[config.mk]
export PLATFORM = sky130hd
export DESIGN_NAME = mac_tx_gmii
export DESIGN_NICKNAME = d
export VERILOG_FILES = /design/src/design/mac_queue_pkg.sv /design/src/design/mac_frame_pkg.sv /design/src/design/tx_stream_if.sv /design/src/design/mac_tx_gmii.sv /design/src/design/tx_fcs_append.sv /design/src/design/tx_preamble_line.sv /design/src/design/tx_desc_decode.sv /design/src/design/tx_conf_sync.sv
export SDC_FILE = /design/constraint.sdc
export NUM_CORES = 1
export LEC_CHECK = 0
export ABC_AREA = 0
export ABC_CLOCK_PERIOD_IN_PS = 6590
export BUFFER_PORTS_ARGS = -buffer_cell sky130_fd_sc_hd__buf_2
export CORE_UTILIZATION = 30
export DETAILED_ROUTE_END_ITERATION = 10
export GPL_ROUTABILITY_DRIVEN = 0
export GPL_TIMING_DRIVEN = 0
export PLACE_DENSITY = 0.51
export SYNTH_ARGS = -nofsm -noshare
export SYNTH_HDL_FRONTEND = slang
export SYNTH_SLANG_ARGS = --single-unit
[constraint.sdc]
create_clock -name interface_clk -period 6.59 [get_ports interface_clk]
set_clock_uncertainty 0.15 [all_clocks]
set_input_delay 1.318 -clock interface_clk [delete_from_list [all_inputs] [get_ports interface_clk]]
set_output_delay 1.318 -clock interface_clk [all_outputs]
set_load 0.005 [all_outputs]
[src/design/mac_queue_pkg.sv]
package mac_queue_pkg;

    ////////////////////////////////////////////////////////////
    // descriptor and config words
    ////////////////////////////////////////////////////////////

    // one word per frame in the descriptor fifo
    typedef logic [15:0] desc_t;
    // byte count of one frame
    typedef logic [11:0] frame_len_t;
    // source port, goes into the tag byte
    typedef logic [3:0]  port_t;
    // config word from the slow exchange
    typedef logic [3:0]  conf_t;

    // length field
    localparam int LEN_LSB      = 0;
    localparam int LEN_MSB      = 11;
    // port field
    localparam int PORT_LSB     = 12;
    localparam int PORT_MSB     = 15;

    // config bit that turns the tag on
    localparam int CONF_TAG_BIT = 0;

endpackage

[src/design/mac_frame_pkg.sv]
package mac_frame_pkg;

    ////////////////////////////////////////////////////////////
    // gmii octet and crc register
    ////////////////////////////////////////////////////////////

    // one byte on the 8-bit gmii bus
    typedef logic [7:0]  byte_t;
    // running fcs value
    typedef logic [31:0] crc_t;

    // frame start sequence
    localparam byte_t PREAMBLE_BYTE = 8'h55;
    localparam byte_t SFD_BYTE      = 8'hD5;
    localparam int    PREAMBLE_LEN  = 7;

    ////////////////////////////////////////////////////////////
    // fcs and gap
    ////////////////////////////////////////////////////////////

    // 802.3 polynomial in lsb-first form
    localparam crc_t  CRC_POLY      = 32'hEDB88320;
    localparam crc_t  CRC_INIT      = 32'hFFFFFFFF;
    // fcs bytes appended per frame
    localparam int    FCS_LEN       = 4;

    // idle cycles after the last fcs byte
    localparam int    IFG_LEN       = 12;

endpackage
[src/design/tx_stream_if.sv]
`timescale 1ns/1ps

interface tx_stream_if import mac_frame_pkg::*, mac_queue_pkg::*; ();

    // frame control, one pulse per frame
    logic  frame_start;
    port_t port;
    logic  tag_en;
    // fetched payload
    logic  byte_valid;
    byte_t byte_data;
    logic  last_byte;
    // back from the fcs stage, high when a new frame may start
    logic  frame_idle;

    // descriptor fetch side
    modport decode_mp (
        output frame_start, port, tag_en,
        output byte_valid, byte_data, last_byte,
        input  frame_idle
    );

    // preamble line
    modport line_mp (
        input  frame_start, port, tag_en,
        input  byte_valid, byte_data, last_byte
    );

    // fcs and gmii register
    modport fcs_mp (
        input  frame_start,
        output frame_idle
    );

endinterface

[src/design/mac_tx_gmii.sv]
`timescale 1ns/1ps

module mac_tx_gmii import mac_frame_pkg::*, mac_queue_pkg::*; (
    input  logic  interface_clk,
    input  logic  rstn_mac,
    // best-effort queue
    output logic  desc_rd,
    input  desc_t desc_din,
    input  logic  desc_empty,
    output logic  data_rd,
    input  byte_t data_din,
    // time-triggered queue
    output logic  tdesc_rd,
    input  desc_t tdesc_din,
    input  logic  tdesc_empty,
    output logic  tdata_rd,
    input  byte_t tdata_din,
    // config exchange
    input  logic  mac_conf_valid,
    input  conf_t mac_conf_data,
    output logic  mac_conf_resp,
    // gmii
    output logic  gtx_dv,
    output byte_t gtx_d
);

    logic  tag_enable;
    // preamble line head
    byte_t line_byte;
    logic  line_valid;
    logic  line_is_data;
    logic  line_last;

    tx_stream_if stream ();

    tx_conf_sync u_conf_sync (
        .interface_clk (interface_clk),
        .rstn_mac      (rstn_mac),
        .mac_conf_valid(mac_conf_valid),
        .mac_conf_data (mac_conf_data),
        .mac_conf_resp (mac_conf_resp),
        .tag_enable    (tag_enable)
    );

    tx_desc_decode u_desc_decode (
        .interface_clk(interface_clk),
        .rstn_mac     (rstn_mac),
        .desc_din     (desc_din),
        .tdesc_din    (tdesc_din),
        .desc_empty   (desc_empty),
        .tdesc_empty  (tdesc_empty),
        .desc_rd      (desc_rd),
        .tdesc_rd     (tdesc_rd),
        .data_din     (data_din),
        .tdata_din    (tdata_din),
        .data_rd      (data_rd),
        .tdata_rd     (tdata_rd),
        .tag_enable   (tag_enable),
        .stream       (stream.decode_mp)
    );

    tx_preamble_line u_preamble_line (
        .interface_clk(interface_clk),
        .rstn_mac     (rstn_mac),
        .stream       (stream.line_mp),
        .line_byte    (line_byte),
        .line_valid   (line_valid),
        .line_is_data (line_is_data),
        .line_last    (line_last)
    );

    tx_fcs_append u_fcs_append (
        .interface_clk(interface_clk),
        .rstn_mac     (rstn_mac),
        .line_byte    (line_byte),
        .line_valid   (line_valid),
        .line_is_data (line_is_data),
        .line_last    (line_last),
        .stream       (stream.fcs_mp),
        .gtx_dv       (gtx_dv),
        .gtx_d        (gtx_d)
    );

endmodule

[src/design/tx_fcs_append.sv]
`timescale 1ns/1ps

module tx_fcs_append import mac_frame_pkg::*; (
    input  logic        interface_clk,
    input  logic        rstn_mac,
    input  byte_t       line_byte,
    input  logic        line_valid,
    input  logic        line_is_data,
    input  logic        line_last,
    tx_stream_if.fcs_mp stream,
    output logic        gtx_dv,
    output byte_t       gtx_d
);

    crc_t       crc_q;
    crc_t       fcs_word;
    // fcs byte phase
    logic       fcs_act;
    logic [1:0] fcs_cnt;
    logic       fcs_done;
    // inter-frame gap
    logic       ifg_act;
    logic [3:0] ifg_cnt;
    logic       ifg_done;

    // one byte of the lsb-first crc
    function automatic crc_t crc_step(input crc_t crc_in, input byte_t d);
        crc_t c;
        c = crc_in ^ {24'h000000, d};
        for (int i = 0; i < 8; i++) begin
            c = c[0] ? ((c >> 1) ^ CRC_POLY) : (c >> 1);
        end
        return c;
    endfunction

    assign fcs_word = ~crc_q;
    assign fcs_done = fcs_act && (fcs_cnt == 2'(FCS_LEN - 1));
    assign ifg_done = ifg_act && (ifg_cnt == 4'(IFG_LEN - 1));

    always_ff @(posedge interface_clk or negedge rstn_mac) begin
        if (!rstn_mac) begin
            crc_q             <= CRC_INIT;
            fcs_act           <= 1'b0;
            fcs_cnt           <= 2'd0;
            ifg_act           <= 1'b0;
            ifg_cnt           <= 4'd0;
            gtx_dv            <= 1'b0;
            stream.frame_idle <= 1'b1;
        end else begin
            // preamble and sfd reseed, tag and data accumulate
            if (line_valid) begin
                crc_q <= line_is_data ? crc_step(crc_q, line_byte) : CRC_INIT;
            end
            gtx_dv <= line_valid || fcs_act;
            if (line_valid && line_last) begin
                fcs_act <= 1'b1;
            end else if (fcs_done) begin
                fcs_act <= 1'b0;
            end
            fcs_cnt <= fcs_act ? fcs_cnt + 2'd1 : 2'd0;
            // gap count starts with the last fcs byte
            if (fcs_done) begin
                ifg_act <= 1'b1;
                ifg_cnt <= 4'd0;
            end else if (ifg_act) begin
                ifg_cnt <= ifg_cnt + 4'd1;
                ifg_act <= !ifg_done;
            end
            if (stream.frame_start) begin
                stream.frame_idle <= 1'b0;
            end else if (ifg_done) begin
                stream.frame_idle <= 1'b1;
            end
        end
    end

    // gmii data, fcs sent low byte first
    always_ff @(posedge interface_clk) begin
        gtx_d <= fcs_act ? fcs_word[{fcs_cnt, 3'b000} +: 8] : line_byte;
    end

    // minimum gap between bursts on the wire
    assert property (@(posedge interface_clk) disable iff (!rstn_mac)
        $fell(gtx_dv) |-> !gtx_dv [*IFG_LEN]);

endmodule

[src/design/tx_preamble_line.sv]
`timescale 1ns/1ps

module tx_preamble_line import mac_frame_pkg::*; (
    input  logic         interface_clk,
    input  logic         rstn_mac,
    tx_stream_if.line_mp stream,
    output byte_t        line_byte,
    output logic         line_valid,
    output logic         line_is_data,
    output logic         line_last
);

    // preamble, sfd and tag slot, head at entry 0
    byte_t                   line_q [PREAMBLE_LEN+2];
    // per-entry flags
    logic [PREAMBLE_LEN+1:0] vld_q;
    logic [PREAMBLE_LEN+1:0] cov_q;
    logic [PREAMBLE_LEN+1:0] lst_q;
    // occupied entries
    logic [3:0]              fill;
    // first free slot after this cycle's shift
    logic [3:0]              wr_idx;

    assign wr_idx = fill - {3'b000, vld_q[0]};

    ////////////////////////////////////////////////////////////
    // byte line
    ////////////////////////////////////////////////////////////

    always_ff @(posedge interface_clk) begin
        if (stream.frame_start) begin
            for (int i = 0; i < PREAMBLE_LEN; i++) begin
                line_q[i] <= PREAMBLE_BYTE;
            end
            line_q[PREAMBLE_LEN]   <= SFD_BYTE;
            // tag byte, high nibble zero
            line_q[PREAMBLE_LEN+1] <= {4'h0, stream.port};
        end else begin
            for (int i = 0; i < PREAMBLE_LEN + 1; i++) begin
                line_q[i] <= line_q[i+1];
            end
            // incoming byte lands right behind the last valid one
            if (stream.byte_valid) begin
                line_q[wr_idx] <= stream.byte_data;
            end
        end
    end

    ////////////////////////////////////////////////////////////
    // flags and fill count
    ////////////////////////////////////////////////////////////

    always_ff @(posedge interface_clk or negedge rstn_mac) begin
        if (!rstn_mac) begin
            vld_q <= '0;
            cov_q <= '0;
            lst_q <= '0;
            fill  <= '0;
        end else if (stream.frame_start) begin
            // tag slot valid only when enabled
            vld_q <= {stream.tag_en, {(PREAMBLE_LEN + 1){1'b1}}};
            // crc starts at the tag
            cov_q <= {stream.tag_en, {(PREAMBLE_LEN + 1){1'b0}}};
            lst_q <= '0;
            fill  <= 4'(PREAMBLE_LEN + 1) + {3'b000, stream.tag_en};
        end else begin
            vld_q <= {1'b0, vld_q[PREAMBLE_LEN+1:1]};
            cov_q <= {1'b0, cov_q[PREAMBLE_LEN+1:1]};
            lst_q <= {1'b0, lst_q[PREAMBLE_LEN+1:1]};
            if (stream.byte_valid) begin
                vld_q[wr_idx] <= 1'b1;
                cov_q[wr_idx] <= 1'b1;
                lst_q[wr_idx] <= stream.last_byte;
            end
            fill <= wr_idx + {3'b000, stream.byte_valid};
        end
    end

    // head entry
    assign line_byte    = line_q[0];
    assign line_valid   = vld_q[0];
    assign line_is_data = cov_q[0];
    assign line_last    = lst_q[0];

    // fetched bytes must trail the preload with no gap
    assert property (@(posedge interface_clk) disable iff (!rstn_mac)
        stream.byte_valid |-> (fill != 4'd0));

endmodule

[src/design/tx_desc_decode.sv]
`timescale 1ns/1ps

module tx_desc_decode import mac_frame_pkg::*, mac_queue_pkg::*; (
    input  logic           interface_clk,
    input  logic           rstn_mac,
    input  desc_t          desc_din,
    input  desc_t          tdesc_din,
    input  logic           desc_empty,
    input  logic           tdesc_empty,
    output logic           desc_rd,
    output logic           tdesc_rd,
    input  byte_t          data_din,
    input  byte_t          tdata_din,
    output logic           data_rd,
    output logic           tdata_rd,
    input  logic           tag_enable,
    tx_stream_if.decode_mp stream
);

    // one-hot, bit 0 idle, 1 desc read, 2 decode, 3 fetch
    logic [3:0] dec_state;
    logic [3:0] dec_state_next;
    // high for the time-triggered queue
    logic       arb_dir;
    logic       tag_q;
    // bytes still to read
    frame_len_t rem_cnt;
    logic       fetch_last;
    logic       desc_go;
    // read strobes delayed to match fifo latency
    logic       rd_q;
    logic       last_q;
    desc_t      desc_word;
    frame_len_t desc_len;
    port_t      desc_port;

    // one frame in flight, wait for the fcs stage
    assign desc_go    = stream.frame_idle && (!desc_empty || !tdesc_empty);
    assign fetch_last = (rem_cnt == frame_len_t'(1));

    always_comb begin
        case (dec_state)
            4'b0001: dec_state_next = desc_go ? 4'b0010 : 4'b0001;
            4'b0010: dec_state_next = 4'b0100;
            4'b0100: dec_state_next = 4'b1000;
            4'b1000: dec_state_next = fetch_last ? 4'b0001 : 4'b1000;
            default: dec_state_next = 4'b0001;
        endcase
    end

    ////////////////////////////////////////////////////////////
    // arbitration and descriptor read
    ////////////////////////////////////////////////////////////

    always_ff @(posedge interface_clk or negedge rstn_mac) begin
        if (!rstn_mac) begin
            dec_state <= 4'b0001;
            desc_rd   <= 1'b0;
            tdesc_rd  <= 1'b0;
            arb_dir   <= 1'b0;
            tag_q     <= 1'b0;
            rem_cnt   <= '0;
            rd_q      <= 1'b0;
            last_q    <= 1'b0;
        end else begin
            dec_state <= dec_state_next;
            // strict priority for time-triggered
            desc_rd   <= dec_state[0] && desc_go && tdesc_empty;
            tdesc_rd  <= dec_state[0] && desc_go && !tdesc_empty;
            // direction and tag frozen before frame_start
            if (dec_state[0] && desc_go) begin
                arb_dir <= !tdesc_empty;
                tag_q   <= tag_enable;
            end
            // length load, then count down per read
            if (dec_state[2]) begin
                rem_cnt <= desc_len;
            end else if (dec_state[3]) begin
                rem_cnt <= rem_cnt - 1'b1;
            end
            rd_q   <= data_rd || tdata_rd;
            last_q <= dec_state[3] && fetch_last;
        end
    end

    // descriptor word valid in the decode cycle
    assign desc_word = arb_dir ? tdesc_din : desc_din;
    assign desc_len  = desc_word[LEN_MSB:LEN_LSB];
    assign desc_port = desc_word[PORT_MSB:PORT_LSB];

    // byte read level for the whole fetch
    assign data_rd  = dec_state[3] && !arb_dir;
    assign tdata_rd = dec_state[3] && arb_dir;

    ////////////////////////////////////////////////////////////
    // stream towards the preamble line
    ////////////////////////////////////////////////////////////

    assign stream.frame_start = dec_state[2];
    assign stream.port        = desc_port;
    assign stream.tag_en      = tag_q;
    assign stream.byte_data   = arb_dir ? tdata_din : data_din;
    assign stream.byte_valid  = rd_q;
    assign stream.last_byte   = last_q;

    // one descriptor strobe, and only while the fcs stage is still idle
    assert property (@(posedge interface_clk) disable iff (!rstn_mac)
        (desc_rd || tdesc_rd) |-> (desc_rd != tdesc_rd) && stream.frame_idle);

    // only one byte fifo, and only after the fcs stage left idle
    assert property (@(posedge interface_clk) disable iff (!rstn_mac)
        (data_rd || tdata_rd) |-> (data_rd != tdata_rd) && !stream.frame_idle);

endmodule

[src/design/tx_conf_sync.sv]
`timescale 1ns/1ps

module tx_conf_sync import mac_queue_pkg::*; (
    input  logic  interface_clk,
    input  logic  rstn_mac,
    input  logic  mac_conf_valid,
    input  conf_t mac_conf_data,
    output logic  mac_conf_resp,
    output logic  tag_enable
);

    // valid comes from a slow domain
    logic [1:0] valid_sync;
    // one-hot, bit 0 idle, bit 1 load, bit 2 hold
    logic [2:0] conf_state;
    logic [2:0] conf_state_next;
    conf_t      conf_reg;

    always_ff @(posedge interface_clk or negedge rstn_mac) begin
        if (!rstn_mac) begin
            valid_sync <= 2'b00;
        end else begin
            valid_sync <= {valid_sync[0], mac_conf_valid};
        end
    end

    // a valid that drops during load goes straight back to idle
    always_comb begin
        case (conf_state)
            3'b001:  conf_state_next = valid_sync[1] ? 3'b010 : 3'b001;
            3'b010:  conf_state_next = valid_sync[1] ? 3'b100 : 3'b001;
            3'b100:  conf_state_next = valid_sync[1] ? 3'b100 : 3'b001;
            default: conf_state_next = 3'b001;
        endcase
    end

    always_ff @(posedge interface_clk or negedge rstn_mac) begin
        if (!rstn_mac) begin
            conf_state <= 3'b001;
            conf_reg   <= '0;
        end else begin
            conf_state <= conf_state_next;
            // capture on the synced rise
            if (conf_state[0] && valid_sync[1]) begin
                conf_reg <= mac_conf_data;
            end
        end
    end

    // resp is the hold state, decode samples the tag between frames
    assign mac_conf_resp = conf_state[2];
    assign tag_enable    = conf_reg[CONF_TAG_BIT];

    // resp only rises while the synced valid is still high
    assert property (@(posedge interface_clk) disable iff (!rstn_mac)
        $rose(mac_conf_resp) |-> valid_sync[1]);

endmodule

==> flow_metrics.tcl <==
set metrics [dict create \
    vias_per_cell 4.760 \
    top_register "u_preamble_line.line_q" \
    worst-setup-path-type "reg2out" \
    synthToLayoutAreaGrowth_pct 17.27 \
    slew_viol_final 0 \
    status "complete, no violations" \
    synthTopCellsByArea "dfrtp_1 21%, dfxtp_1 18%, dfstp_2 12%" \
    fp.dieW_um 164.1 \
    tritoncts "built" \
    syn_inst 687 \
    start_kind "flip-flop" \
    yosysMostFrequentCell "dfxtp_1" \
    rsz0062_at_grt "false" \
    largest_reg_flops 72 \
    worstMarginPinSlew_ns 1.085 \
    top_regs "u_preamble_line.line_q x72, u_fcs_append.crc_q x32, u_desc_decode.rem_cnt x12" \
    clk_transition_reported_paths_ns 0.07 \
    track_usage 0.1504 \
    routedWlPerCell_um 16.89 \
    grt_max_degree 54 \
    cts_resized 0 \
    cts_setup_buffers 0 \
    wl_um 18860 \
    drtAntennaViolNets 0 \
    nNetsFinal 839 \
    grt_overflow 0 \
    initial_core_util 0.3095 \
    synth-async-reset-ratio 0.5556 \
    fin_total_pwr_mw 2.510 \
    avgSynthCellArea_sq_um 11.48 \
    first_global_vias 5346 \
    ir_drop_mv 0.1540 \
    yosys-top-cells-count "72 x dfxtp_1, 65 x dfrtp_1, 63 x nor2_1" \
    portBuffers 67 \
    fp-row-count 58 \
    ys_ff_latch 180 \
    min_path_type "reg2reg" \
    max_slew_margin 0.2712 \
    fmax_mhz 247.6 \
    drt-pass1-iter-count 4 \
    drc 0 \
    dpl.hpwl_um 13640 \
    io_pins 71 \
    fin_tns_setup_ns 0 \
    endpoint_kind "primary output" \
    cp.arrival_ns 2.57 \
    cts_hold_buf 0 \
    netlist_area_sq_mm 0.007884 \
    cts-root-buf "clkbuf_16" \
    vias 5317 \
    drive_gt1_frac 0.2147 \
    cts.sinks 180 \
    synth_area_leader_cell "dfrtp_1" \
    ys.flop_type "dfxtp_1" \
    yosysTopAreaCellShare 0.2063 \
    coreArea_sq_mm 0.02547 \
    grt_pass1_wl_um 30290 \
    cp_data_required_time_ns 5.12 \
    cts_buffers 17 \
    die-area_sq_mm 0.02693 \
    synthesis.nets 752 \
    clock_latency_ns 0.43 \
    clockBufferDepth 2 \
    post-route-min-period_ns 4.038 \
    h-tree-depth 4 \
    maxCapViolations 0 \
    grt_antenna_before_repair 0 \
    final-setup-viol-count 0 \
    die_h_um 164.1 \
    path_max_fanout 10 \
    p_per_area_mw_per_mm2 271.5 \
    fin_crit_sh 0.6128 \
    synth-edff-count 8 \
    yosysUniqueCellTypes 58 \
    final_hold_viol_count 0 \
    drtIter0Drc 305 \
    p_leak_nw 3.899 \
    ys_warn_count 0 \
    seq_area_frac_synth 0.5363 \
    diodes 0 \
]
-- metal layers --
metal  part of all wire  vias up  GRT usage
met1               0.47     2604     0.1952
met2               0.50       62     0.2530
met3              0.023       14    0.02854
li1                   -     2637          -
met4              0.011        0    0.04377
met5                  0        -          0
-- logic make-up (layout without fill, tap and decap cells) --
logic type / Yosys count / after routing / share of synthesized area
buffers and inverters: 49 / 149 / 0.02666
muxes: 43 / 43 / 0.06951
adders and majority gates: 8 / 8 / 0.01270
DFF: 180 / 180 / 0.5363
AOI/OAI and AO/OA: 171 / 171 / 0.1509
xor gates and xnor gates: 89 / 89 / 0.1143
and+or+nand+nor: 147 / 147 / 0.08967
-- critical path, cell delays in order (launching register included) --
cell and delay, ns:
dfrtp_1 0.32, clkbuf_1 0.23, buf_2 0.34, buf_2 0.40, clkbuf_1 0.52, and2_1 0.21
buf_2 0.10
-- power breakdown --
part | leakage (nW) | switching (mW) | internal [mW]
logic | 1.71 | 0.188 | 0.133
registers | 1.89 | 0.0311 | 1.15
clock network | 0.290 | 0.482 | 0.524
total | 3.90 | 0.701 | 1.81
-- final timing paths --
kind                                                          start                                     end  slack, ns  cells past startpoint
max in group asynchronous                                  rstn_mac       u_fcs_append.crc_q[1]$_DFFE_PN1P_       4.76                      2
min in group asynchronous                                  rstn_mac       u_fcs_append.fcs_cnt[0]$_DFF_PN0_       0.77                      1
worst max register to register   u_preamble_line.vld_q[0]$_DFF_PN0_  u_preamble_line.line_q[8][1]$_DFFE_PP_       3.57                      6
worst max-delay path              u_desc_decode.arb_dir$_DFFE_PN0P_                                tdata_rd       2.55                      6
worst min-delay path            u_conf_sync.valid_sync[0]$_DFF_PN0_     u_conf_sync.valid_sync[1]$_DFF_PN0_       0.23                      0
worst min register to register  u_conf_sync.valid_sync[0]$_DFF_PN0_     u_conf_sync.valid_sync[1]$_DFF_PN0_       0.23                      0
-- layout by cell type, fill, tap and decap left out, types with 3 or more instances in the layout --
cell type / synthesis / routed
xor2_1: 26 / 26
nor2_1: 63 / 63
nor3_1: 11 / 11
nand3_1: 13 / 13
xnor2_2: 5 / 5
o21ai_0: 16 / 16
and3_1: 4 / 4
mux4_2: 7 / 7
inv_6: 0 / 7
clkbuf_16: 0 / 17
edfxtp_1: 8 / 8
inv_1: 16 / 16
a21oi_1: 61 / 61
dfxtp_1: 72 / 72
nor4_1: 3 / 3
buf_1: 3 / 3
o22a_1: 17 / 17
clkbuf_1: 25 / 25
and2_1: 4 / 4
ha_1: 8 / 8
a21o_1: 3 / 3
a31oi_1: 3 / 3
buf_2: 2 / 68
a211o_1: 5 / 5
o2bb2ai_1: 14 / 14
nor2b_1: 7 / 7
a22o_1: 20 / 20
a311oi_1: 3 / 3
dfstp_2: 35 / 35
xnor2_1: 53 / 53
mux2_2: 11 / 11
nand2_1: 19 / 19
dfrtp_1: 65 / 65
nand2b_1: 10 / 10
mux2i_1: 24 / 24
a2bb2oi_1: 16 / 16
a211oi_1: 6 / 6
-- stage by stage --
step	setup slack [ns]	hold WS, ns	util	std cells	area (sq um)
after floorplan	3.625	0.1812	-	687	7884
after global placement	2.800	0.1981	0.3389	1084	8632
after detailed placement	2.882	0.2004	0.3401	1085	8662
after CTS	2.401	0.2287	0.3630	1117	9245
after global routing	2.325	0.2367	0.3630	1117	9245
final	2.552	0.2273	0.3630	1117	9245
-- area by class of cell --
| class | count | area [sq um] |
|---|---|---|
| Buffer | 33 | 150.1 |
| Clock buffer | 19 | 452.9 |
| Clock inverter | 13 | 130.1 |
| Fill cell | 2497 | 16230 |
| Inverter | 16 | 60.06 |
| Multi-Input combinational cell | 458 | 3446 |
| Sequential cell | 180 | 4228 |
| Tap cell | 330 | 412.9 |
| Timing Repair Buffer | 68 | 365.4 |
Note: power is estimated with default switching activity, not from simulation.
